`src/rtl/div_cfg.svh`:
```
// --------------------------------------------------------------------------
// divider configuration macros: operand width, radix-16 stages per register
// --------------------------------------------------------------------------
`ifndef DIV_CFG_SVH
`define DIV_CFG_SVH

// operand and result width, stage logic is built around 64
`define DIV_WIDTH 64

// radix-16 stages per pipeline register, must divide 16 (1, 2, 4)
`define DIV_STAGES_PER_CYCLE 2

`endif

```
`src/rtl/div_pkg.sv`:
```
// --------------------------------------------------------------------------
// divider types: operation enum, request, pipeline state, result word
// --------------------------------------------------------------------------
`include "div_cfg.svh"

package div_pkg;

    typedef enum logic [1:0] {
        op_divu = 2'd0,
        op_div  = 2'd1,
        op_remu = 2'd2,
        op_rem  = 2'd3
    } div_op_e;

    typedef struct packed {
        div_op_e                op;
        logic [`DIV_WIDTH-1:0] dividend;
        logic [`DIV_WIDTH-1:0] divisor;
    } div_req_t;

    // state handed from one pipeline register to the next
    typedef struct packed {
        div_op_e                op;
        logic                   neg_q;
        logic                   neg_r;
        logic                   div_zero;
        logic [`DIV_WIDTH-1:0] dividend_orig;
        logic [`DIV_WIDTH-1:0] resid;
        logic [`DIV_WIDTH-1:0] quot;
        logic [`DIV_WIDTH-1:0] divisor_abs;
    } div_pipe_t;

    typedef logic [`DIV_WIDTH-1:0] div_res_t;

endpackage

```
`src/rtl/div_post.sv`:
```
// --------------------------------------------------------------------------
// last divider register: sign fix, divide-by-zero override, result select
// --------------------------------------------------------------------------
`timescale 1ns/1ps

module div_post (
    input  logic               clk,
    input  logic               rst_n,
    input  logic               in_valid,
    input  div_pkg::div_pipe_t in,
    output logic               res_valid,
    output div_pkg::div_res_t  res
);

    import div_pkg::*;

    logic [63:0] q_signed;
    logic [63:0] r_signed;
    logic [63:0] q_fix;
    logic [63:0] r_fix;
    div_res_t    res_nxt;

    assign q_signed = in.neg_q ? -in.quot : in.quot;
    assign r_signed = in.neg_r ? -in.resid : in.resid;

    // RISC-V rule for x/0: all ones quotient, dividend as remainder
    assign q_fix = in.div_zero ? '1 : q_signed;
    assign r_fix = in.div_zero ? in.dividend_orig : r_signed;

    assign res_nxt = (in.op inside {op_remu, op_rem}) ? r_fix : q_fix;

    always_ff @(posedge clk or negedge rst_n) begin
        if (!rst_n) begin
            res_valid <= 1'b0;
        end else begin
            res_valid <= in_valid;
        end
    end

    always_ff @(posedge clk) begin
        if (in_valid) begin
            res <= res_nxt;
        end
    end

endmodule

```
`config.mk`:
```
export PLATFORM = sky130hd
export DESIGN_NAME = div_post
export DESIGN_NICKNAME = d
export VERILOG_FILES = /design/src/rtl/div_pkg.sv /design/src/rtl/div_post.sv
export VERILOG_INCLUDE_DIRS = /design/src /design/src/rtl
export SDC_FILE = /design/constraint.sdc
export NUM_CORES = 1
export LEC_CHECK = 0
export BUFFER_PORTS_ARGS = -buffer_cell sky130_fd_sc_hd__clkbuf_2
export CORE_MARGIN = 4
export CORE_UTILIZATION = 30
export DETAILED_ROUTE_END_ITERATION = 12
export PLACE_DENSITY_LB_ADDON = 0.15
export SETUP_SLACK_MARGIN = 0.15
export SYNTH_ARGS = -nofsm -noshare
export SYNTH_HDL_FRONTEND = slang
export SYNTH_SLANG_ARGS = --single-unit
```
`constraint.sdc`:
```
create_clock -name clk -period 0.8 [get_ports clk]
set_input_delay 0.04 -clock clk [delete_from_list [all_inputs] [get_ports clk]]
set_output_delay 0.04 -clock clk [all_outputs]
set_load 0.005 [all_outputs]
```
# Word-level counts from Yosys, hierarchy flattened
# Index checks and enable logic that the tools add are counted.
# classes
addsub,2
eq_ne,2
mux,5
n_reduce_logical,1
# ops
op,n
$mux 64,5
$neg 64->64,2
$eq 2x2->1 const B,2
$reduce_bool 2->1,1
# word_totals
reg_bits,65
input_bits,264
out_inout_bits,65
wordCells,12

# Logic depth before layout (Yosys ltp)
# logic_depth
word_depth,4
mapped_depth,9
mapped_depth_nobuf,8

# Worst setup path after synthesis
# OpenSTA, ideal clock, no wires.
# synth_timing
path_kind,input to register
startpoint,input in[92] (netlist bit)
endpoint,register res[58] (data pin)
setup_time_ns,0.262
t_arrival_ns,2.234
required_ns,0.538
path_slack_ns,-1.696
cell_stages,6
n_path_buf,0
cell_sequence,or4_4 -> or4_1 -> or4_4 -> or4_1 -> a21oi_1 -> nor4_1
# synth_between
elab_chain_cells,4
# synth_lines
element,line,rtl
"start, declared",div_post.sv:10,"input div_pkg::div_pipe_t in,"
$neg 64->64,div_post.sv:23,assign q_signed = in.neg_q ? -in.quot : in.quot;
$mux 64,div_post.sv:23,
$mux 64,div_post.sv:27,assign q_fix = in.div_zero ? '1 : q_signed;
$mux 64,div_post.sv:30,"assign res_nxt = (in.op inside {op_remu, op_rem}) ? r_fix : q_fix;"
via res_nxt[58],div_post.sv:21,div_res_t res_nxt;
"end signal, assigned",div_post.sv:42,res <= res_nxt;
"end, declared",div_post.sv:12,output div_pkg::div_res_t res
# The timed path passes the listed nets, and every way through them passes these cells.
# A chain may end at the register's enable or synchronous reset.

# Worst setup path after layout
# layout_timing
startpoint,input in[133] (netlist bit)
endpoint,register res[59] (data pin)
# layout_between
elab_chain_cells,4
# layout_lines
element,line,rtl
$neg 64->64,div_post.sv:24,assign r_signed = in.neg_r ? -in.resid : in.resid;
$mux 64,div_post.sv:24,
$mux 64,div_post.sv:28,assign r_fix = in.div_zero ? in.dividend_orig : r_signed;
$mux 64,div_post.sv:30,
via res_nxt[59],div_post.sv:21,
# The timed path passes the listed nets, and every way through them passes these cells.

==> results.toml <==
[logic_synthesis]
ys_seq_elements = 65
synthFlopType = "edfxtp_1"
ys_async_sr_fraction_pct = 1.538
synth_area_per_cell_um2 = 8.663
yosysTopAreaCellShare_pct = 30.81
ys_warn_count = 0
netlist_top_cells_area = "edfxtp_1 (31%), xor2_1 (8.3%), xnor2_1 (5.8%), nor2_1 (3.8%), o41ai_1 (3.7%)"
synth_nets = 986
yosysMostFrequentCell = "edfxtp_1"
syn_area_um2 = 6237
synth_cell_types = 61
synth_edf_count = 64
syn-instance-count = 720
netlist_top_cells_count = "edfxtp_1 (64), nor2_1 (63), xor2_1 (59), xnor2_1 (41), nand2_1 (40)"
yosysTopAreaCell = "edfxtp_1"
synth-seq-area-share_pct = 31.21

[global_route]
grt_pass1_vias = 8394
antenna_found_initial = 5
grt_max_degree = 38
groute.usage.overall_pct = 25.90
grt_overflow = 0
grt_pass1_wl_mm = 47.66

[setup_path]
critical_path.startpoint_type = "input port"
cp_data_required_time_ns = 0.89
worstPathMaxFanout = 5
critPathKind = "input port to register"
arrival_ns = 2.39
cp-startpoint = "in[133]"
endpoint_kind = "register"

[layout]
syn_to_final_growth_pct = 95.53
nNetsFinal = 1516
seqCellArea_um2 = 1947
drive_above_1_share_pct = 62.55
multi_input_area_um2 = 5458
design_area_um2 = 12200
num-fill-cells = 1762

[cts]
clk_path_buf_depth = 2
cts_tree = "done"
clk_pin_slew_ns = 0.06
root_buffer = "clkbuf_16"
cts_made_buffers = 9
cts.sinks = 65
htree_levels = 3

[run]
maxCapViolCount = 0

[placed_design]
dp_hpwl_mm = 24.62
dp_slack_ns = -1.955
place.gp.congestion = 0.9466
port_buffers = 263
dpl-instance-area_um2 = 10450

[sta]
max_clock_freq_mhz = 433.6
final.period_utilization_pct = 288.3
timing.final.ws_setup_ns = -1.506
finalHoldViolations = 2
min_period_ns = 2.306
setup_viol = 127
relSlewSlack_pct = 63.73
grt_setup_unrepaired = "yes"
slew_viol_final = 0
tightest_slew_ns = 0.5399
whs_ns = -0.001524

[outcome]
violations = "negative hold slack, negative setup slack"
status = "complete, but fails checks"

[routing]
viasPerCell = 5.385
dr_total_vias = 8228
drt-total-wl_mm = 31.64
route.detailed.drc = 0
drt_iter0_drc = 461
routedWlPerCell_um = 20.70
ant_nets = 0
dr.pass1.iters = 5

[pwr]
p_leak_nw = 5.208
p_per_area_nw_per_um2 = 1095
peakVddDrop_uv = 911.6
p_total_mw = 13.36

[floorplanning]
die_w_um = 152.2
initial_core_util_pct = 30.63
die_y_um = 152.2
io_pins = 329
core.rowCount = 52
core-area_um2 = 20360
die-area_um2 = 23160

[min_path]
hp-class = "input port to async pin"
cell usage in the layout (no fill, tap or decap), types with 8 or more instances in the layout:
master,Yosys,final
clkbuf_2,0,251
buf_4,0,250
edfxtp_1,64,64
nor2_1,63,60
xor2_1,59,47
xnor2_1,41,37
nand2_1,40,35
buf_6,1,33
buf_12,0,20
o31ai_4,0,19
a21oi_1,31,19
o21ai_2,0,18
nor3_1,21,16
or4_4,5,16
o41ai_4,0,15
or4_1,25,14
or3_1,22,14
mux2i_1,19,14
or2_2,14,13
nor4_1,17,12
nand3_1,12,12
xor2_2,0,12
a21oi_2,0,11
o22ai_1,19,11
clkbuf_16,0,10
a211oi_1,15,9
o41ai_2,2,9
o21ai_0,38,9
o22a_1,9,9
or3_4,0,8
o22ai_2,0,8
layout make-up:
type	count	area share, %
timing repair buffer	568	33.50
sequential	65	15.96
tap	270	2.770
multi-input combinational	595	44.75
antenna	3	0.06156
inverter	11	0.5232
clock buffer	10	1.878
clock inverter	6	0.5540
worst max path at each step:
stage,endpoint,slack (ns),depth (start not counted)
2_1_floorplan,res[58],-1.68,6
3_3_place_gp,res[58],-1.93,7
3_5_place_dp,res[58],-1.95,7
4_1_cts,res[62],-1.53,7
5_1_grt,res[50],-1.55,8
6_report,res[59],-1.51,8
registers in the layout (all words and copies together), names as in the netlist:
name,count
res_valid,1
res,64
stage by stage:
stage | std cells | TNS [ns] | utilization, %
2_1_floorplan | 720 | -78.17 | -
3_3_place_gp | 1481 | -97.16 | 51.33
3_5_place_dp | 1481 | -97.87 | 51.33
4_1_cts | 1518 | -80.64 | 57.27
5_1_grt | 1528 | -85.83 | 59.89
6_report | 1528 | -81.08 | 59.89
where the power goes:
| part | total (mW) | switching, mW | internal [mW] |
|---|---|---|---|
| clock network | 4.12 | 1.69 | 2.43 |
| logic | 4.91 | 2.45 | 2.47 |
| registers | 4.33 | 0.132 | 4.19 |
metal layers:
metal / wire length (um) / global-route usage, % / vias up / share of wire, %
li1: - / - / 3891 / -
met1: 13290 / 34.31 / 3938 / 42
met2: 15150 / 41.26 / 338 / 48
met3: 2228 / 5.709 / 57 / 7.0
met4: 935 / 10.23 / 4 / 3.0
met5: 37 / 0 / - / 0.12
repair_timing:
action | in CTS | in global routing
resized for setup | 130 | 89
pin swaps | 72 | 64
hold endpoints to repair | 8 | 0
setup buffers | 17 | 8
hold buffers | 2 | 0
cloned | 2 | 0
endpoints found under the setup margin | 129 | 130
kinds of logic (layout without fill, tap and decap cells):
kind of cell               after synthesis  in the layout  synth area share (%)
AOI/OAI and AO/OA                      222            222                 25.46
xor gates and xnor gates               100            100                 14.04
adders and majority gates                2              2                0.4011
buffers and inverters                   60            595                 3.832
DFF                                     65             65                 31.21
muxes                                   19             19                 3.049
other                                    0              3                     0
and+or+nand+nor                        252            252                 22.01
worst max-delay path: stages:
cell	delay [ns]
buf_6	0.09
or4_4	0.56
or3_4	0.42
or4_4	0.52
buf_12	0.19
o31ai_4	0.18
mux2i_2	0.32
a211oi_1	0.07
No activity file was read; power rests on OpenSTA's default activity.
