==> src/rtl/div_cfg.svh <==
// --------------------------------------------------------------------------
// divider configuration macros: operand width, radix-16 stages per register
// --------------------------------------------------------------------------
`ifndef DIV_CFG_SVH
`define DIV_CFG_SVH

// operand and result width, stage logic is built around 64
`define DIV_WIDTH 64

// radix-16 stages per pipeline register, must divide 16 (1, 2, 4)
`define DIV_STAGES_PER_CYCLE 2

`endif

==> src/rtl/div_pkg.sv <==
// --------------------------------------------------------------------------
// divider types: operation enum, request, pipeline state, result word
// --------------------------------------------------------------------------
`include "div_cfg.svh"

package div_pkg;

    typedef enum logic [1:0] {
        op_divu = 2'd0,
        op_div  = 2'd1,
        op_remu = 2'd2,
        op_rem  = 2'd3
    } div_op_e;

    typedef struct packed {
        div_op_e                op;
        logic [`DIV_WIDTH-1:0] dividend;
        logic [`DIV_WIDTH-1:0] divisor;
    } div_req_t;

    // state handed from one pipeline register to the next
    typedef struct packed {
        div_op_e                op;
        logic                   neg_q;
        logic                   neg_r;
        logic                   div_zero;
        logic [`DIV_WIDTH-1:0] dividend_orig;
        logic [`DIV_WIDTH-1:0] resid;
        logic [`DIV_WIDTH-1:0] quot;
        logic [`DIV_WIDTH-1:0] divisor_abs;
    } div_pipe_t;

    typedef logic [`DIV_WIDTH-1:0] div_res_t;

endpackage

==> src/rtl/div_iter_pipe.sv <==
// --------------------------------------------------------------------------
// one registered iteration step made of chained radix-16 stages
// --------------------------------------------------------------------------
`timescale 1ns/1ps
`include "div_cfg.svh"

module div_iter_pipe #(
    parameter int first_stage = 0
) (
    input  logic               clk,
    input  logic               rst_n,
    input  logic               in_valid,
    input  div_pkg::div_pipe_t in,
    output logic               out_valid,
    output div_pkg::div_pipe_t out
);

    import div_pkg::*;

    localparam int n_stages = `DIV_STAGES_PER_CYCLE;

    logic [63:0]  resid_chain [0:n_stages];
    logic [123:0] dvs_shift [0:n_stages-1];
    logic [3:0]   digit [0:n_stages-1];
    div_pipe_t    nxt;

    assign resid_chain[0] = in.resid;

    for (genvar i = 0; i < n_stages; i++) begin : g_stage
        // stage first_stage+i resolves digit 15-first_stage-i
        assign dvs_shift[i] = {60'd0, in.divisor_abs} << (4 * (15 - first_stage - i));

        div_radix16_stage stage_i (
            .resid      (resid_chain[i]),
            .divisor    (dvs_shift[i]),
            .resid_next (resid_chain[i+1]),
            .bits       (digit[i])
        );
    end

    always_comb begin
        nxt       = in;
        nxt.resid = resid_chain[n_stages];
        // most significant digit enters first and ends up on top
        for (int i = 0; i < n_stages; i++) begin
            nxt.quot = {nxt.quot[59:0], digit[i]};
        end
    end

    always_ff @(posedge clk or negedge rst_n) begin
        if (!rst_n) begin
            out_valid <= 1'b0;
        end else begin
            out_valid <= in_valid;
        end
    end

    always_ff @(posedge clk) begin
        if (in_valid) begin
            out <= nxt;
        end
    end

endmodule

==> src/rtl/div_radix16_stage.sv <==
// --------------------------------------------------------------------------
// combinational radix-16 division step: one quotient digit per call
// --------------------------------------------------------------------------
`timescale 1ns/1ps

module div_radix16_stage (
    input  logic [63:0]  resid,
    input  logic [123:0] divisor,
    output logic [63:0]  resid_next,
    output logic [3:0]   bits
);

    // any bit above 63 means even one times the divisor is out of reach
    logic        dvs_big;
    logic [67:0] mult [1:15];
    logic [64:0] diff [1:15];
    logic        too_big [1:15];

    assign dvs_big = |divisor[123:64];

    // multiples of the low 64 divisor bits, 68 bits wide so x15 fits
    always_comb begin
        mult[1]  = {4'd0, divisor[63:0]};
        mult[2]  = mult[1] << 1;
        mult[4]  = mult[1] << 2;
        mult[8]  = mult[1] << 3;
        // 3 = 2 + 1
        mult[3]  = mult[2] + mult[1];
        // 5 = 4 + 1
        mult[5]  = mult[4] + mult[1];
        mult[6]  = mult[3] << 1;
        // 7 = 8 - 1
        mult[7]  = mult[8] - mult[1];
        mult[9]  = mult[8] + mult[1];
        mult[10] = mult[5] << 1;
        mult[11] = mult[8] + mult[3];
        mult[12] = mult[3] << 2;
        // 13 and 15 come down from 16
        mult[13] = (mult[1] << 4) - mult[3];
        mult[14] = mult[7] << 1;
        mult[15] = (mult[1] << 4) - mult[1];
    end

    // trial subtraction against every multiple
    always_comb begin
        for (int k = 1; k < 16; k++) begin
            diff[k]    = {1'b0, resid} - {1'b0, mult[k][63:0]};
            // multiple beyond 64 bits, or remainder would go negative
            too_big[k] = dvs_big | (|mult[k][67:64]) | diff[k][64];
        end
    end

    // fits are monotonic in k, so the last fit found is the largest digit
    always_comb begin
        bits       = 4'd0;
        resid_next = resid;
        for (int k = 1; k < 16; k++) begin
            if (!too_big[k]) begin
                bits       = 4'(k);
                resid_next = diff[k][63:0];
            end
        end
    end

endmodule

==> config.mk <==
export PLATFORM = sky130hd
export DESIGN_NAME = div_iter_pipe
export DESIGN_NICKNAME = d
export VERILOG_FILES = /design/src/rtl/div_pkg.sv /design/src/rtl/div_iter_pipe.sv /design/src/rtl/div_radix16_stage.sv
export VERILOG_INCLUDE_DIRS = /design/src /design/src/rtl
export SDC_FILE = /design/constraint.sdc
export NUM_CORES = 1
export LEC_CHECK = 0
export ABC_AREA = 0
export BUFFER_PORTS_ARGS = -buffer_cell sky130_fd_sc_hd__buf_2
export CORE_ASPECT_RATIO = 0.6
export CORE_UTILIZATION = 45
export DETAILED_ROUTE_END_ITERATION = 10
export GPL_TIMING_DRIVEN = 0
export PLACE_DENSITY = 0.71
export SKIP_LAST_GASP = 1
export SLEW_MARGIN = 20
export SYNTH_ARGS = -nofsm -noshare
export SYNTH_HDL_FRONTEND = slang
export SYNTH_SLANG_ARGS = --single-unit
==> constraint.sdc <==
create_clock -name clk -period 0.8 [get_ports clk]
set_input_delay 0.16 -clock clk [delete_from_list [all_inputs] [get_ports clk]]
set_output_delay 0.16 -clock clk [all_outputs]
set_load 0.005 [all_outputs]
# After elaboration in Yosys (flattened, before gate mapping)
# Index checks and enable logic that the tools add are counted.
# totals
regBits,262
input_bits,264
output_inout_bits,262
word_cells,211
# op_classes
n_addsub,44
muxes,58
bitwise_logic,58
n_reduce_logical,34
# op_table
op,n
$sub A64 B64 Y65,30
$mux W64,30
$add A67 B64 Y68,2
$add A67 B68 Y68,2
$sub A67 B64 Y68,2
$sub A68 B64 Y68,2
$sub A68 B68 Y68,2
$add A66 B64 Y67,2
$add A65 B64 Y66,2
$reduce_or A4 Y1,22
$reduce_or A60 Y1,1
$or A1 B1 Y1,58
$reduce_or A56 Y1,1
$mux W4,12
$mux W3,8
$reduce_and A8 Y1,2
$mux W2,4
$reduce_and A4 Y1,2
$reduce_or A3 Y1,2
$mux W1,4
$reduce_and A2 Y1,2
$reduce_or A2 Y1,2

# Logic depth before layout (Yosys ltp)
# logic_depth
ltp_word,34
ltp_mapped,32
ltp_nobuf,29

# Modules after synthesis
# A second synthesis with hierarchy kept.
# hier_totals
hier_cells,26002
area_unflattened_um2,179970.1
# modules_own_cells
mod,instances,cells_each,area_per_inst_um2,seq_area_each_um2
div_radix16_stage (g_stage[0].stage_i),1,13091,87091.0,0.0
div_radix16_stage (g_stage[1].stage_i),1,12648,85012.8,0.0
div_iter_pipe,1,263,7866.3,7862.5

# Least setup slack after synthesis
# Ideal clock, no wire load.
# synth_timing
path_type,input to register
start,input port in[2] (netlist name)
end,register out[184] (netlist name) (data pin)
arrival_time_ns,6.352
required_ns,0.543
setup_slack_ns,-5.809
path_stages,31
path_buffers,3
cell_sequence,buf_2 -> inv_2 -> ha_1 -> xnor2_2 -> inv_2 -> clkbuf_1 -> ha_1 -> inv_1 -> fa_1 -> nor4_1 -> o211ai_1 -> o21ai_1 -> nand2_1 -> a31oi_1 -> a311oi_1 -> a2111oi_4 -> nor2_2 -> inv_1 -> ha_1 -> nor2b_1 -> o21ai_0 -> a21oi_1 -> o21a_1 -> o211ai_1 -> clkbuf_1 -> o21ai_0 -> a211o_1 -> a21o_1 -> a21oi_1 -> mux2i_1 -> nand2_1
# synth_between
elab_chain_cells,34
elab_cells_between_ends,149
classes_between,add/sub: 41; mux: 30; bitwise: 54; reduce/logical: 24
# synth_rtl
element,line_no,source
"start, declared",div_iter_pipe.sv:13,"input div_pkg::div_pipe_t in,"
"parallel branches: the longest is 33 deep, another holds $add A67 B68 Y68",--,
$mux W64 *,div_radix16_stage.sv:58,if (!too_big[k]) begin
net g_stage[1].stage_i.resid_next[56],div_radix16_stage.sv:9,"output logic [63:0] resid_next,"
"end signal, assigned",div_iter_pipe.sv:60,out <= nxt;
"end, declared",div_iter_pipe.sv:15,output div_pkg::div_pipe_t out
# Mark *: on every way through the listed nets, which the timed path passes.
# A chain may end at the register's enable or synchronous reset.

# Worst setup path in the final report
# layout_timing
start,input port in[1] (netlist name)
end,register out[189] (netlist name) (data pin)
# The elaborated chain is that of the path after synthesis.

==> results by group <==
Clock network
  – CTS clk-pin slew, worst paths: 70 ps
  – Number of buffers created by CTS: 24
  – Root buffer selected by CTS: clkbuf_16
  – CTS Sinks: 262
  – Buffers from clock root to sink, at most: 3
  – # H-tree levels: 1
  – TritonCTS clock tree: yes

Yosys
  – Synth Net Count: 2,091
  – Top cell type's share of synthesized area: 44.15%
  – Top area cells in the synthesized netlist: edfxtp_1 44%, ha_1 12%, xnor2_1 3.7%
  – Top cells by count, synth: 261 x edfxtp_1, 166 x ha_1, 105 x a21oi_1, 97 x nand2_1
  – Synth Cell Area: 0.01775 mm²
  – Number of warnings printed during yosys synthesis: 0
  – Synthesized instance count: 1,641
  – Number of distinct library cells after synthesis: 99
  – Number of flops mapped to enable cells by yosys: 261
  – Most common flop cell mapped by yosys: edfxtp_1
  – Syn Area/Cell: 10.82 µm²
  – Share of flip-flops with an asynchronous set or reset after synthesis: 0.3817%
  – Count leader, synth: edfxtp_1
  – Number of synthesized register bits: 262
  – Largest area contributor in the synthesized netlist: edfxtp_1
  – Share of the yosys chip area belonging to registers: 44.29%

Final layout
  – Area of the multi-input gates: 0.01102 mm²
  – Fraction of layout cells with a size suffix above 1: 39.03%
  – Fill cell total of the finished layout: 2,726
  – Area taken by flip-flops and latches: 0.007863 mm²
  – Fin cells: 3,138
  – Final layout net count: 3,053
  – Design Area, Final: 0.02797 mm²
  – Area added between synthesis and finish: 57.59%

Route
  – Average routed wire per standard cell: 26.56 µm
  – Vias per cell: 6.002
  – Total number of vias: 18,834
  – Total Wirelength: 83,360 µm
  – DRC marker count from the first detailed-route iteration: 2,362
  – Number of antenna-violating nets in the routed design: 0
  – Drc violations: 0
  – 1st-pass router iterations: 6

Global route
  – Antenna violations before repair: 9
  – Gr ovfl total: 0
  – Largest net degree at the start of global routing: 58
  – First-pass GRT wire length: 116,300 µm
  – Vias in the first global route: 17,538
  – GRT Total Usage: 39.47%

Placement
  – Dpl cell area: 0.02145 mm²
  – I/O Buffers: 517
  – Weighted congestion reported at the end of routability-driven placement: 0.9935
  – Pre-CTS setup slack: -8255 ps
  – Sum of net half-perimeters after detailed placement: 57,710 µm
  – Placed Cells: 2,675

STA
  – Hold Slack: -2.140 ps
  – Final Worst Setup Slack: -4998 ps
  – Count of final max-slew check failures: 0
  – Clock period minus final worst setup slack: 5798 ps
  – Crit share post-route: 724.8%
  – Slew Limit Headroom: 19.68%
  – Hold Violations, Final: 2
  – Finish-stage setup viols: 278
  – Maximum frequency from static timing analysis: 172.5 MHz
  – Pin slew with the least headroom to its limit: 1204 ps
  – Setup repair after global routing missed its margin: true

Power and ir drop
  – Proportion of power drawn by the clock network: 25.3%
  – Switching power summed over all nets: 17.25 mW
  – Switching Share: 35.51%
  – Design internal power: 31.33 mW
  – Part of the total power dissipated in combinational logic: 40.4%
  – Leakage power of the design: 12.06 nW
  – Reg power frac: 34.3%
  – Power density over the cells: 1737 mW/mm²
  – Power Total: 48.58 mW
  – IR drop worst, VDD: 1.857 mV

Critical path
  – Critical-path top delay cell: or4_4
  – Endpoint arrival time on the critical path: 6100 ps
  – Setup Crit Path Kind: input port to register
  – Delay of the slowest cell on the worst path: 570 ps
  – Required time at the endpoint of the critical path: 1100 ps
  – Worst-path maximum fanout: 8
  – Most common cell type on the critical path: ha_4
  – Startpoint type of the worst setup path: input port
  – Crit path capture type: register

Die
  – Core ar.: 0.03826 mm²
  – Overall die width: 258.4 µm
  – Top-level port count: 526
  – Height of the die: 155.8 µm
  – Starting density of the core: 46.39%
  – Placement Rows: 55
  – Die ar.: 0.04027 mm²

Flow run
  – Reported max-cap violation count: 0

Run status
  – Outcome: finished, violations left
  – Failing checks: hold timing, setup timing

Worst hold path
  – Hold Path Class: input port to register
[sequential cells by signal, indices dropped and copies added (netlist names)]
name and flops:
out 261, out_valid 1
[power groups by stage]
stage                     clock [mW]  sequential [mW]  combinational [mW]
after floorplan                    0             17.0                8.35
final                           12.3             16.6                19.6
after global placement             0             16.9                14.3
after global routing            12.8             16.7                20.5
after detailed placement           0             16.9                14.5
after CTS                       12.3             16.6                17.7
[repair_timing]
action / 4_1_cts / 5_1_grt
gates cloned: 5 / 1
hold buffers: 245 / 0
setup buffers: 117 / 61
hold endpoints to repair: 247 / 0
gates resized for setup: 258 / 108
setup endpoints to repair: 480 / 278
pin swaps: 78 / 73
[stage by stage]
| step | setup TNS, ps | hold WS [ps] | utilization [%] |
|---|---|---|---|
| floorplan | -64350 | -135.6 | - |
| global placement | -1155960 | -65.53 | 55.81 |
| detailed placement | -242620 | -64.89 | 56.05 |
| CTS | -178360 | -1.730 | 70.69 |
| global route | -186980 | 6.067 | 73.09 |
| finish | -179420 | -2.140 | 73.11 |
[final cells by class]
cell class / instances / share of cell area [%]
clock inverter: 10 / 0.4473
inverter: 95 / 1.516
clock buffer: 34 / 2.496
buffer: 31 / 1.069
multi-input combinational: 1244 / 39.39
timing repair inverter: 1 / 0.04025
antenna: 4 / 0.03578
tap: 513 / 2.294
timing repair buffer: 944 / 24.61
sequential: 262 / 28.11
[metal layers]
| layer | share of wire, % | vias up | GRT usage (%) |
|---|---|---|---|
| met1 | 40 | 9244 | 55.10 |
| met3 | 14 | 155 | 15.30 |
| met2 | 43 | 1217 | 57.17 |
| met5 | 0.052 | - | 0 |
| li1 | - | 8212 | - |
| met4 | 2.6 | 6 | 9.467 |
[cell families after synthesis]
logic type	count (synthesis)	share of synthesized area (%)
multiplexers	22	1.269
AO/OA/AOI/OAI	456	17.69
buffers and inverters	136	2.982
XOR/XNOR	119	5.914
AND/OR/NAND/NOR	459	13.84
adder cells (fa/ha/maj)	187	14.01
flip-flops	262	44.29
[cell usage in the layout (no fill, tap or decap), drive strengths merged, types with 12 or more instances in the layout]
cell type / count
a2111oi: 12
a211oi: 21
a21o: 47
a21oi: 107
a31oi: 15
and2: 15
buf: 711
clkbuf: 49
dlygate4sd3: 245
edfxtp: 261
fa: 20
ha: 166
inv: 85
mux2i: 18
nand2: 98
nand2b: 25
nand3: 42
nand4: 15
nor2: 92
nor2b: 28
nor3: 40
nor4: 27
o211ai: 17
o21a: 21
o21ai: 91
o21bai: 16
or2: 12
or3: 12
xnor2: 77
xor2: 42
[final timing paths]
kind                           from         to  slack [ps]  cells past startpoint
min in group asynchronous     rst_n  out_valid         460                      3
hold / removal             in_valid    out[70]          -2                      1
setup / recovery              in[1]   out[189]       -5000                     30
max in group asynchronous     rst_n  out_valid         230                      3
[critical path: cells and delay by family]
kind / cells / cell delay [ps]
xor+xnor: 1 / 190
buf+inv: 9 / 1100
fa+ha+maj: 5 / 1420
simple gates: 8 / 1690
compound gates: 7 / 1520
No activity file was read; power rests on OpenSTA's default activity.
