## src/rtl/div_cfg.svh

```systemverilog
// --------------------------------------------------------------------------
// divider configuration macros: operand width, radix-16 stages per register
// --------------------------------------------------------------------------
`ifndef DIV_CFG_SVH
`define DIV_CFG_SVH

// operand and result width, stage logic is built around 64
`define DIV_WIDTH 64

// radix-16 stages per pipeline register, must divide 16 (1, 2, 4)
`define DIV_STAGES_PER_CYCLE 2

`endif

```

## src/rtl/div_pkg.sv

```systemverilog
// --------------------------------------------------------------------------
// divider types: operation enum, request, pipeline state, result word
// --------------------------------------------------------------------------
`include "div_cfg.svh"

package div_pkg;

    typedef enum logic [1:0] {
        op_divu = 2'd0,
        op_div  = 2'd1,
        op_remu = 2'd2,
        op_rem  = 2'd3
    } div_op_e;

    typedef struct packed {
        div_op_e                op;
        logic [`DIV_WIDTH-1:0] dividend;
        logic [`DIV_WIDTH-1:0] divisor;
    } div_req_t;

    // state handed from one pipeline register to the next
    typedef struct packed {
        div_op_e                op;
        logic                   neg_q;
        logic                   neg_r;
        logic                   div_zero;
        logic [`DIV_WIDTH-1:0] dividend_orig;
        logic [`DIV_WIDTH-1:0] resid;
        logic [`DIV_WIDTH-1:0] quot;
        logic [`DIV_WIDTH-1:0] divisor_abs;
    } div_pipe_t;

    typedef logic [`DIV_WIDTH-1:0] div_res_t;

endpackage

```

## src/rtl/div_prep.sv

```systemverilog
// --------------------------------------------------------------------------
// first divider register: operation decode, magnitudes, sign and zero flags
// --------------------------------------------------------------------------
`timescale 1ns/1ps

module div_prep (
    input  logic               clk,
    input  logic               rst_n,
    input  logic               req_valid,
    input  div_pkg::div_req_t  req,
    output logic               out_valid,
    output div_pkg::div_pipe_t out
);

    import div_pkg::*;

    logic      is_signed;
    logic      sgn_a;
    logic      sgn_b;
    div_pipe_t nxt;

    assign is_signed = (req.op == op_div) || (req.op == op_rem);

    // operand signs only count for div and rem
    assign sgn_a = is_signed & req.dividend[63];
    assign sgn_b = is_signed & req.divisor[63];

    always_comb begin
        nxt               = '0;
        nxt.op            = req.op;
        nxt.neg_q         = sgn_a ^ sgn_b;
        nxt.neg_r         = sgn_a;
        nxt.div_zero      = (req.divisor == '0);
        nxt.dividend_orig = req.dividend;
        // most negative value maps onto itself, read as unsigned 2^63
        nxt.resid         = sgn_a ? -req.dividend : req.dividend;
        nxt.divisor_abs   = sgn_b ? -req.divisor : req.divisor;
        nxt.quot          = '0;
    end

    always_ff @(posedge clk or negedge rst_n) begin
        if (!rst_n) begin
            out_valid <= 1'b0;
        end else begin
            out_valid <= req_valid;
        end
    end

    always_ff @(posedge clk) begin
        if (req_valid) begin
            out <= nxt;
        end
    end

endmodule

```

## config.mk

```make
export PLATFORM = sky130hd
export DESIGN_NAME = div_prep
export DESIGN_NICKNAME = d
export VERILOG_FILES = /design/src/rtl/div_pkg.sv /design/src/rtl/div_prep.sv
export VERILOG_INCLUDE_DIRS = /design/src /design/src/rtl
export SDC_FILE = /design/constraint.sdc
export NUM_CORES = 1
export LEC_CHECK = 0
export BUFFER_PORTS_ARGS = -buffer_cell sky130_fd_sc_hd__clkbuf_2
export CAP_MARGIN = 20
export CORE_ASPECT_RATIO = 1.4
export CORE_MARGIN = 5
export CORE_UTILIZATION = 44
export CTS_CLUSTER_SIZE = 30
export DETAILED_ROUTE_END_ITERATION = 7
export PLACE_DENSITY = 0.85
export SYNTH_ARGS = -nofsm -noshare
export SYNTH_HDL_FRONTEND = slang
export SYNTH_SLANG_ARGS = --single-unit
```

## constraint.sdc

```tcl
create_clock -name clk -period 0.8 [get_ports clk]
set_input_delay 0.08 -clock clk [delete_from_list [all_inputs] [get_ports clk]]
set_output_delay 0.08 -clock clk [all_outputs]
set_load 0.005 [all_outputs]
```

-- After elaboration in Yosys (flattened, before gate mapping)
Index checks and enable logic that the tools add are counted.
- mux-type cells: 2
- bitwise gates (word level): 3
- reduce and logical (&&, ||, !) cells: 2
- equality and inequality tests: 2
- add/subtract/negate cells: 2
- operators by type and width (kind ; count):
    two-way mux 64 bit ; 2
    negator 64 bit ; 2
    zero test 64 bit ; 1
    bitwise AND 1 bit ; 2
    == test 2 x 1 -> 1 bit (second input constant) ; 1
    == test 2 bit (second input constant) ; 1
    logical OR 1 bit ; 1
    XOR 1 bit ; 1
- output and inout bits: 262
- logic and storage cells: 19
- bits of input ports: 133
- flip-flop bits (word level): 198

-- Longest topological paths before layout
Gate-level depths: netlist of run 1.
- depth in word-level cells: 4
- depth in mapped cells: 7

-- Worst setup path after synthesis of run 1
OpenSTA, ideal clock, no wires.
- path kind: input-to-reg
- start point: input port req[86] in the netlist's numbering
- end point: register out[179] in the netlist's numbering (data pin)
- arrival: 1.915 ns
- setup slack: -1.379 ns
- stages on the path: 6
- cell sequence: or4_4 > or4_1 > buf_2 > nor3b_4 > a31oi_1 > xor2_1
- RTL lines (item ; line ; text):
    start: declaration ; div_prep.sv:10 ; input div_pkg::div_req_t req,
    end signal: assignment ; div_prep.sv:51 ; out <= nxt;
    end: declaration ; div_prep.sv:12 ; output div_pkg::div_pipe_t out

==> flow_metrics.py, run 1 <==
metrics = {
    "run_status": {
        "run_status": "finished with violations",
        "violations": "DRC, setup timing",
    },
    "clocking": {
        "clockBufferDepth": 2,
        "htreeDepth": 4,
        "tritoncts": "built",
        "cts-root-buf": "clkbuf_16",
        "clk_pin_slew_ns": 0.08,
        "clock_sinks": 197,
        "cts_buffers": 17,
    },
    "yosys": {
        "synthArstFlopShare_pct": 0.508,
        "synth_common_cells": "edfxtp_1 (196), xor2_1 (84), buf_4 (65)",
        "netlist_area_mm2": 0.00956,
        "ys_ff_latch": 197,
        "yosys-top-cells-area": "edfxtp_1 (62%), xor2_1 (7.7%), buf_4 (5.1%)",
        "ys_types": 51,
        "syn_area_per_cell_um2": 12.6,
        "synth_edf_count": 196,
        "synthCells": 761,
        "synth_flop_cell": "edfxtp_1",
        "synth_largest_area_cell": "edfxtp_1",
        "yosysTopAreaCellShare_pct": 61.5,
        "yosysSeqAreaShare_pct": 61.8,
        "synth_most_common_cell": "edfxtp_1",
        "yosysWarnings": 0,
    },
    "setup_path": {
        "cp.required_ns": 0.97,
        "worstSetupPathType": "in -> reg",
        "worstPathArrival_ns": 2.11,
        "crit_path_start": "req[86]",
        "worstSetupStartpointType": "input port",
        "crit_fanout": 10,
        "crit_path_end": "out[175]$_DFFE_PP_",
        "end_kind": "flip-flop",
    },
    "min_path": {
        "hold_depth": 2,
        "min_path_type": "in -> reg",
    },
    "cells_and_area": {
        "drive_above_1_share_pct": 58.7,
        "nFillCells": 1050,
        "area_growth_pct": 76.1,
        "fin_nets": 1606,
    },
    "floorplanning": {
        "die_w_um": 135,
        "io_pins": 395,
        "core_mm2": 0.0213,
        "dieHeight_um": 184,
        "start_util_pct": 44.9,
        "core.rowCount": 63,
        "die_area_mm2": 0.0248,
    },
    "sta": {
        "relSlewSlack_pct": 62.1,
        "whs_ns": 0.0260,
        "min_period_ns": 1.94,
        "layout_setup_ws_ns": -1.14,
        "setup_viol": 321,
        "timing.final.crit_share_pct": 242,
        "slew_viol_final": 0,
        "worst_slew_pin_slew_ns": 0.564,
        "rsz0062_at_grt": "true",
        "max_freq_mhz": 516,
        "finalHoldViolCount": 0,
    },
    "route": {
        "routed_wl_um": 44100,
        "route.vias.total": 10100,
        "first_pass_iters": 7,
        "drc": 1,
        "wire_per_inst_um": 25.3,
        "drt.antenna.violating_nets": 0,
        "drtIter0Drc": 1214,
        "via_per_inst": 5.80,
    },
    "global_route": {
        "grt_usage_pct": 32.4,
        "grt_pass1_vias": 10600,
        "grt_pass1_wl_um": 60900,
        "grt_max_degree": 26,
        "grt-ovfl-total": 0,
        "antenna_found_initial": 2,
    },
    "power_and_ir_drop": {
        "power.density_mw_per_mm2": 1610,
        "ir_drop_uv": 1390,
        "leakagePower_nw": 7.35,
        "power_w": 0.0272,
    },
    "placed_design": {
        "globalplace.congestion": 0.926,
        "hpwl_um": 26300,
        "port_buffers": 330,
    },
    "flow_run": {
        "drv_cap": 0,
    },
}
## layout by cell type (no fill, tap or decap), types with 14 or more instances in the layout
master	synthesis	layout
a21oi_2	0	30
buf_12	0	18
buf_4	65	250
buf_6	0	57
clkbuf_16	0	18
clkbuf_2	0	309
conb_1	1	64
dlygate4sd3_1	0	66
edfxtp_1	196	196
nor2_1	62	45
nor3_1	39	24
or4_4	1	14
xnor2_1	35	28
xor2_1	84	83
## per-stage QoR
step	worst slack, ns	setup TNS [ns]	utilization, %	instance area (um^2)	cells
floorplan	-1.34	-102.69	-	10700	824
global placement	-1.42	-140.73	67.0	14300	1604
detailed placement	-1.48	-146.11	67.0	14300	1604
CTS	-1.01	-127.22	76.7	16300	1728
global route	-1.15	-145.35	79.2	16800	1744
finish	-1.14	-135.98	79.2	16800	1744
## area by class of cell
type / instances / area (um^2) / area share [%]
sequential: 197 / 5910 / 35.1
timing repair buffer: 713 / 5240 / 31.1
multi-input combinational: 528 / 4720 / 28.0
clock buffer: 20 / 437 / 2.59
tap: 260 / 325 / 1.93
clock inverter: 10 / 126 / 0.750
inverter: 14 / 87.6 / 0.520
antenna: 2 / 5.00 / 0.0297
## state kept, by name (all words and copies together) (netlist names)
signal / flops
out: 196
out_valid: 1
## timing repair
| action | 4_1_cts | 5_1_grt |
|---|---|---|
| cloned | 0 | 0 |
| endpoints found under the setup margin | 318 | 322 |
| buffers inserted | 31 | 21 |
| hold endpoints to repair | 65 | 2 |
| hold buffers | 64 | 2 |
| pin swaps | 49 | 50 |
| resized for setup | 123 | 98 |
## metal layers
layer | vias up | share of wire [%] | GRT usage [%]
li1 | 4172 | - | -
met1 | 4779 | 30 | 31.6
met2 | 871 | 51 | 58.8
met3 | 300 | 9.5 | 8.49
met4 | 0 | 9.2 | 23.2
met5 | - | 0 | 0
## logic make-up (layout without fill, tap and decap cells)
kind of cell,after synthesis,count (layout),synth area share (%)
DFF,197,197,61.8
xor gates and xnor gates,119,119,10.9
buffers and inverters,99,757,6.45
and+or+nand+nor,235,235,13.8
AOI/OAI and AO/OA,108,108,6.71
other,1,66,0.0392
adders and majority gates,2,2,0.262
## worst max-delay path, stage by stage
cell,delay (ns)
buf_6,0.10
or4_4,0.54
or4_4,0.63
nor3b_4,0.25
buf_12,0.18
a31oi_2,0.13
xor2_1,0.20
## power breakdown
group          total [W]  switching [W]  internal, W
Combinational    0.00549        0.00288      0.00261
Clock            0.00876        0.00413      0.00462
Sequential        0.0130       0.000425       0.0125
Total             0.0272        0.00744       0.0198
## worst min path at each step
stage	start	to	slack [ns]
floorplan	rst_n	out_valid$_DFF_PN0_	-0.22
global placement	rst_n	out_valid$_DFF_PN0_	-0.15
detailed placement	rst_n	out_valid$_DFF_PN0_	-0.14
CTS	req[119]	out[247]$_DFFE_PP_	0.0005
global route	req[94]	out[222]$_DFFE_PP_	0.02
finish	req[94]	out[222]$_DFFE_PP_	0.03
(Power assumes the default switching activity.)
==> run 2: changes to the inputs <==
CORE_AREA = 2 2 155 157   (was unset)
CORE_ASPECT_RATIO = unset   (was 1.4)
CORE_MARGIN = unset   (was 5)
CORE_UTILIZATION = unset   (was 44)
DIE_AREA = 0 0 157 159   (was unset)
PLACE_DENSITY = 0.81   (was 0.85)
==> run 2 against run 1 <==
  * The flow finishes with violations (setup timing)
  * Core utilization is 6.2 points lower
  * Final area is 0.49% higher
  * Via count is 5.2% lower
  * Power is 1.5% lower
==> flow_metrics.py, run 2 (synthesis results as in run 1) <==
metrics = {
    "run_status": {
        "run_status": "finished with violations",
        "violations": "setup timing",
    },
    "setup_path": {
        "path_buf_inv": 2,
        "worstPathArrival_ns": 2.08,
        "cp_slowest_stage_delay_ns": 0.63,
        "worstSetupPathType": "in -> reg",
        "end_kind": "flip-flop",
        "cp.required_ns": 0.97,
        "crit_fanout": 5,
        "crit_path_start": "req[80]",
        "crit_family": "simple AND/OR/NAND/NOR gates",
        "crit_top_cell": "or4_4",
        "crit_slowest_cell": "or4_4",
        "worstSetupStartpointType": "input port",
        "crit_chain": "buf_6 > or4_4 > or4_4 > nor4_4 > buf_4 > a21oi_2 > xor2_1",
    },
    "min_path": {
        "min_path_type": "in -> reg",
        "min_from": "req[79]",
    },
    "global_route": {
        "grt-ovfl-total": 0,
        "grt_usage_pct": 27.5,
        "antenna_found_initial": 1,
        "grt_pass1_vias": 9482,
        "grt_pass1_wl_um": 52400,
        "grt_max_degree": 34,
    },
    "cells_and_area": {
        "reg_top3": "out (196), out_valid (1)",
        "area_growth_pct": 77.0,
        "drive_above_1_share_pct": 60.7,
        "final_util_pct": 73.0,
        "fin_nets": 1612,
        "largest_reg_flops": 196,
        "top_register": "out",
        "nFillCells": 1357,
        "layout_common_cells": "clkbuf_2 (310), buf_4 (276), edfxtp_1 (196), xor2_1 (83), conb_1 (64)",
        "final_common_cell": "clkbuf_2",
    },
    "floorplanning": {
        "dieHeight_um": 159,
        "core.rowCount": 56,
        "start_util_pct": 41.2,
        "die_area_mm2": 0.0250,
        "io_pins": 395,
        "die_w_um": 157,
        "core_mm2": 0.0232,
    },
    "sta": {
        "setup_viol": 320,
        "max_freq_mhz": 525,
        "timing.final.crit_share_pct": 238,
        "layout_setup_ws_ns": -1.11,
        "worst_slew_pin_slew_ns": 0.540,
        "relSlewSlack_pct": 63.7,
        "tns_ns": -129.77,
        "min_period_ns": 1.91,
        "finalHoldViolCount": 0,
        "slew_viol_final": 0,
        "rsz0062_at_grt": "true",
    },
    "route": {
        "routed_wl_um": 38000,
        "first_pass_iters": 7,
        "drtIter0Drc": 661,
        "drt.antenna.violating_nets": 0,
        "route.vias.total": 9592,
        "via_per_inst": 5.30,
        "wire_per_inst_um": 21.0,
        "drc": 0,
    },
    "power_and_ir_drop": {
        "leakagePower_nw": 7.31,
        "ir_drop_uv": 1110,
        "power_w": 0.0268,
        "power.density_mw_per_mm2": 1580,
    },
    "placed_design": {
        "port_buffers": 330,
        "hpwl_um": 24700,
        "globalplace.congestion": 0.918,
    },
    "clocking": {
        "clk_pin_slew_ns": 0.08,
        "htreeDepth": 4,
        "clock_sinks": 197,
        "tritoncts": "built",
        "clockBufferDepth": 2,
        "cts-root-buf": "clkbuf_16",
        "cts_buffers": 17,
    },
    "flow_run": {
        "drv_cap": 0,
    },
}
-- run 2: cell types whose count changed in the layout (fill, tap and decap cells not counted), sizes merged --
cell | before | now
clkinvlp | 2 | 0
and3 | 2 | 3
bufinv | 2 | 0
dlygate4sd3 | 66 | 54
clkbuf | 332 | 330
diode | 2 | 1
buf | 335 | 352
clkinv | 5 | 6
inv | 15 | 22
-- run 2: routing by layer --
layer | up-vias | share of wire, % | track usage [%]
li1 | 4176 | - | -
met3 | 120 | 8.5 | 5.82
met2 | 680 | 54 | 51.4
met1 | 4616 | 33 | 28.9
met5 | - | 0 | 0
met4 | 0 | 4.2 | 13.4
-- run 2: worst paths after layout --
path	cells past startpoint	slack, ns	endpoint
worst max-delay path	7	-1.11	out[190]$_DFFE_PP_
min in group asynchronous	3	0.55	out_valid$_DFF_PN0_
worst min-delay path	2	0.02	out[207]$_DFFE_PP_
max in group asynchronous	3	0.14	out_valid$_DFF_PN0_
-- run 2: where the power goes --
part	leakage [nW]	total [W]	internal, W	switching, W
clock	0.286	0.00871	0.00423	0.00448
sequential	1.93	0.0129	0.0125	0.000353
combinational	5.10	0.00521	0.00253	0.00268
total	7.31	0.0268	0.0193	0.00752
-- run 2: layout make-up --
| cell class | instances | area [um^2] | share of cell area, % |
|---|---|---|---|
| Antenna cell | 1 | 2.50 | 0.0148 |
| Clock buffer | 18 | 429 | 2.54 |
| Clock inverter | 14 | 155 | 0.916 |
| Inverter | 14 | 90.1 | 0.532 |
| Multi-Input combinational cell | 529 | 4820 | 28.5 |
| Sequential cell | 197 | 5910 | 34.9 |
| Tap cell | 319 | 399 | 2.36 |
| Timing Repair Buffer | 718 | 5120 | 30.3 |
-- run 2: through the flow --
| stage | hold slack, ns | instances | area (um^2) | setup slack, ns |
|---|---|---|---|---|
| 2_1_floorplan | -0.216 | 824 | 10700 | -1.34 |
| 3_3_place_gp | -0.146 | 1669 | 14300 | -1.43 |
| 3_5_place_dp | -0.144 | 1669 | 14300 | -1.48 |
| 4_1_cts | 0.000704 | 1779 | 16100 | -0.996 |
| 5_1_grt | 0.00832 | 1810 | 16900 | -1.16 |
| 6_report | 0.0219 | 1810 | 16900 | -1.11 |
-- run 2: timing repair --
item / in CTS / in global routing
endpoints found under the setup margin: 320 / 322
setup buffers: 24 / 34
pin swaps: 56 / 74
cloned: 1 / 2
resized for setup: 111 / 116
endpoints found under the hold margin: 54 / 0
hold buffers: 54 / 0
==> run 3: changes to the inputs <==
CELL_PAD_IN_SITES_DETAIL_PLACEMENT = 1   (was unset)
CELL_PAD_IN_SITES_GLOBAL_PLACEMENT = 2   (was unset)
CORE_AREA = unset   (was 2 2 155 157)
CORE_ASPECT_RATIO = 1.4   (was unset)
CORE_UTILIZATION = 27   (was unset)
DIE_AREA = unset   (was 0 0 157 159)
GPL_TIMING_DRIVEN = 0   (was unset)
PLACE_DENSITY = 0.84   (was 0.81)
==> run 3 against run 2 <==
  * The run still ends with setup timing left
  * Power fell by 1.2%
  * Maximum frequency barely moved
  * Hold slack improved by 0.0072 ns
  * Sequential share of layout area grew 0.70 points
  * Global-route usage down 6.4 points
==> flow_metrics.py, run 3 (synthesis results as in run 1) <==
metrics = {
    "run_status": {
        "run_status": "finished with violations",
        "violations": "setup timing",
    },
    "cells_and_area": {
        "layout_common_cells": "clkbuf_2 (299), edfxtp_1 (196), buf_4 (115), dlygate4sd3_1 (111), xor2_1 (81)",
        "final_cells": 1842,
        "ff_latch_area_mm2": 0.00591,
        "reg_top3": "out (196), out_valid (1)",
        "final_common_cell": "clkbuf_2",
        "drive_above_1_share_pct": 53.0,
        "largest_reg_flops": 196,
        "top_register": "out",
        "fin_nets": 1508,
        "antenna_cells": 0,
        "multi_input_area_mm2": 0.00477,
        "stdcell_area_mm2": 0.0166,
        "nFillCells": 3701,
        "area_growth_pct": 73.5,
    },
    "floorplanning": {
        "core_mm2": 0.0349,
        "dieHeight_um": 225,
        "core.rowCount": 81,
        "start_util_pct": 27.4,
        "die_w_um": 161,
        "io_pins": 395,
        "die_area_mm2": 0.0362,
    },
    "route": {
        "via_per_inst": 4.76,
        "routed_wl_um": 39500,
        "wire_per_inst_um": 21.4,
        "drtIter0Drc": 459,
        "route.vias.total": 8767,
        "drt.antenna.violating_nets": 0,
        "first_pass_iters": 4,
        "drc": 0,
    },
    "sta": {
        "finalHoldViolCount": 0,
        "timing.final.crit_share_pct": 238,
        "setup_viol": 317,
        "max_freq_mhz": 524,
        "layout_setup_ws_ns": -1.11,
        "rsz0062_at_grt": "true",
        "worst_slew_pin_slew_ns": 0.830,
        "whs_ns": 0.0291,
        "slew_viol_final": 0,
        "relSlewSlack_pct": 44.2,
        "min_period_ns": 1.91,
    },
    "flow_run": {
        "drv_cap": 0,
    },
    "placed_design": {
        "globalplace.congestion": 0.796,
        "placed_area_mm2": 0.0130,
        "port_buffers": 329,
        "dpl_worst_slack_ns": -1.81,
        "hpwl_um": 25700,
        "post-place-cells": 1610,
    },
    "power_and_ir_drop": {
        "clock_power_share_pct": 32.3,
        "ir_drop_uv": 809,
        "intPower_w": 0.0193,
        "power.density_mw_per_mm2": 1590,
        "p_switching_w": 0.00720,
        "combPwrFrac_pct": 19.2,
        "sequentialPowerShare_pct": 48.5,
        "switching_share_pct": 27.2,
        "leakagePower_nw": 6.90,
    },
    "global_route": {
        "antenna_found_initial": 0,
        "grt_pass1_wl_um": 56800,
        "grt_usage_pct": 21.1,
        "grt_max_degree": 80,
        "grt-ovfl-total": 0,
        "grt_pass1_vias": 9353,
    },
    "min_path": {
        "min_path_type": "in -> reg",
        "min_from": "req[87]",
        "hold_depth": 1,
        "holdPathEnd": "out[215]$_DFFE_PP_",
    },
    "clocking": {
        "clockBufferDepth": 2,
        "htreeDepth": 4,
        "clock_sinks": 197,
        "cts_buffers": 17,
        "cts-root-buf": "clkbuf_16",
        "clk_pin_slew_ns": 0.07,
        "tritoncts": "built",
    },
    "setup_path": {
        "cp.required_ns": 1.01,
        "crit_fanout": 5,
        "worstPathArrival_ns": 2.12,
        "end_kind": "flip-flop",
        "worstSetupStartpointType": "input port",
        "worstSetupPathType": "in -> reg",
    },
}
-- run 3: cell count changes in the layout (fill, tap and decap cells not counted), sizes merged --
cell / change
clkinvlp: +3
clkbuf: +17
inv: -5
buf: -177
dlygate4sd3: +57
diode: -1
and3: -1
clkinv: +1
bufinv: +1
-- run 3: cell type report --
class | count | area share, %
buffer | 83 | 4.30
clock buffer | 18 | 2.59
clock inverter | 14 | 0.769
inverter | 14 | 0.543
multi-input combinational | 528 | 28.7
sequential | 197 | 35.6
tap | 456 | 3.44
timing repair buffer | 532 | 24.0
-- run 3: what timing repair did --
item / in CTS / in global routing
resized for setup: 167 / 97
gates cloned: 3 / 1
hold buffers: 110 / 1
setup buffers: 69 / 31
pin swaps: 74 / 58
hold endpoints to repair: 140 / 1
endpoints found under the setup margin: 436 / 318
-- run 3: metrics by stage --
stage | total power, W | utilization [%] | setup TNS (ns)
global placement | 0.0169 | 37.1 | -804.11
finish | 0.0265 | 47.6 | -130.21
floorplan | 0.0146 | - | -102.69
detailed placement | 0.0170 | 37.2 | -272.21
CTS | 0.0263 | 46.1 | -132.98
global route | 0.0273 | 47.6 | -141.94
-- run 3: routing by layer --
metal	GRT usage [%]	up-vias	part of all wire, %
met3	4.92	62	5.5
met5	0	-	0
met4	9.25	0	3.1
li1	-	3962	-
met1	20.5	4397	34
met2	41.7	346	57
-- run 3: how the worst max path moves through the flow --
stage,from,slack (ns),endpoint
final,req[86],-1.11,out[179]$_DFFE_PP_
after CTS,req[76],-1.08,out[179]$_DFFE_PP_
after floorplan,req[86],-1.34,out[169]$_DFFE_PP_
after global placement,req_valid,-3.31,out[50]$_DFFE_PP_
after global routing,req[86],-1.15,out[179]$_DFFE_PP_
after detailed placement,req[86],-1.81,out[175]$_DFFE_PP_
-- run 3: worst max-delay path, stage by stage --
cell and delay (ns):
buf_8 0.10, or4_4 0.55, or4_4 0.60, nor3b_4 0.30
buf_6 0.19, a31oi_4 0.09, xor2_1 0.19
-- run 3: power by group through the flow --
stage / Combinational [W] / Sequential (W) / Clock (W)
finish: 0.00507 / 0.0128 / 0.00855
global route: 0.00539 / 0.0129 / 0.00902
CTS: 0.00478 / 0.0128 / 0.00869
detailed placement: 0.00395 / 0.0130 / 0
global placement: 0.00387 / 0.0131 / 0
floorplan: 0.00143 / 0.0131 / 0
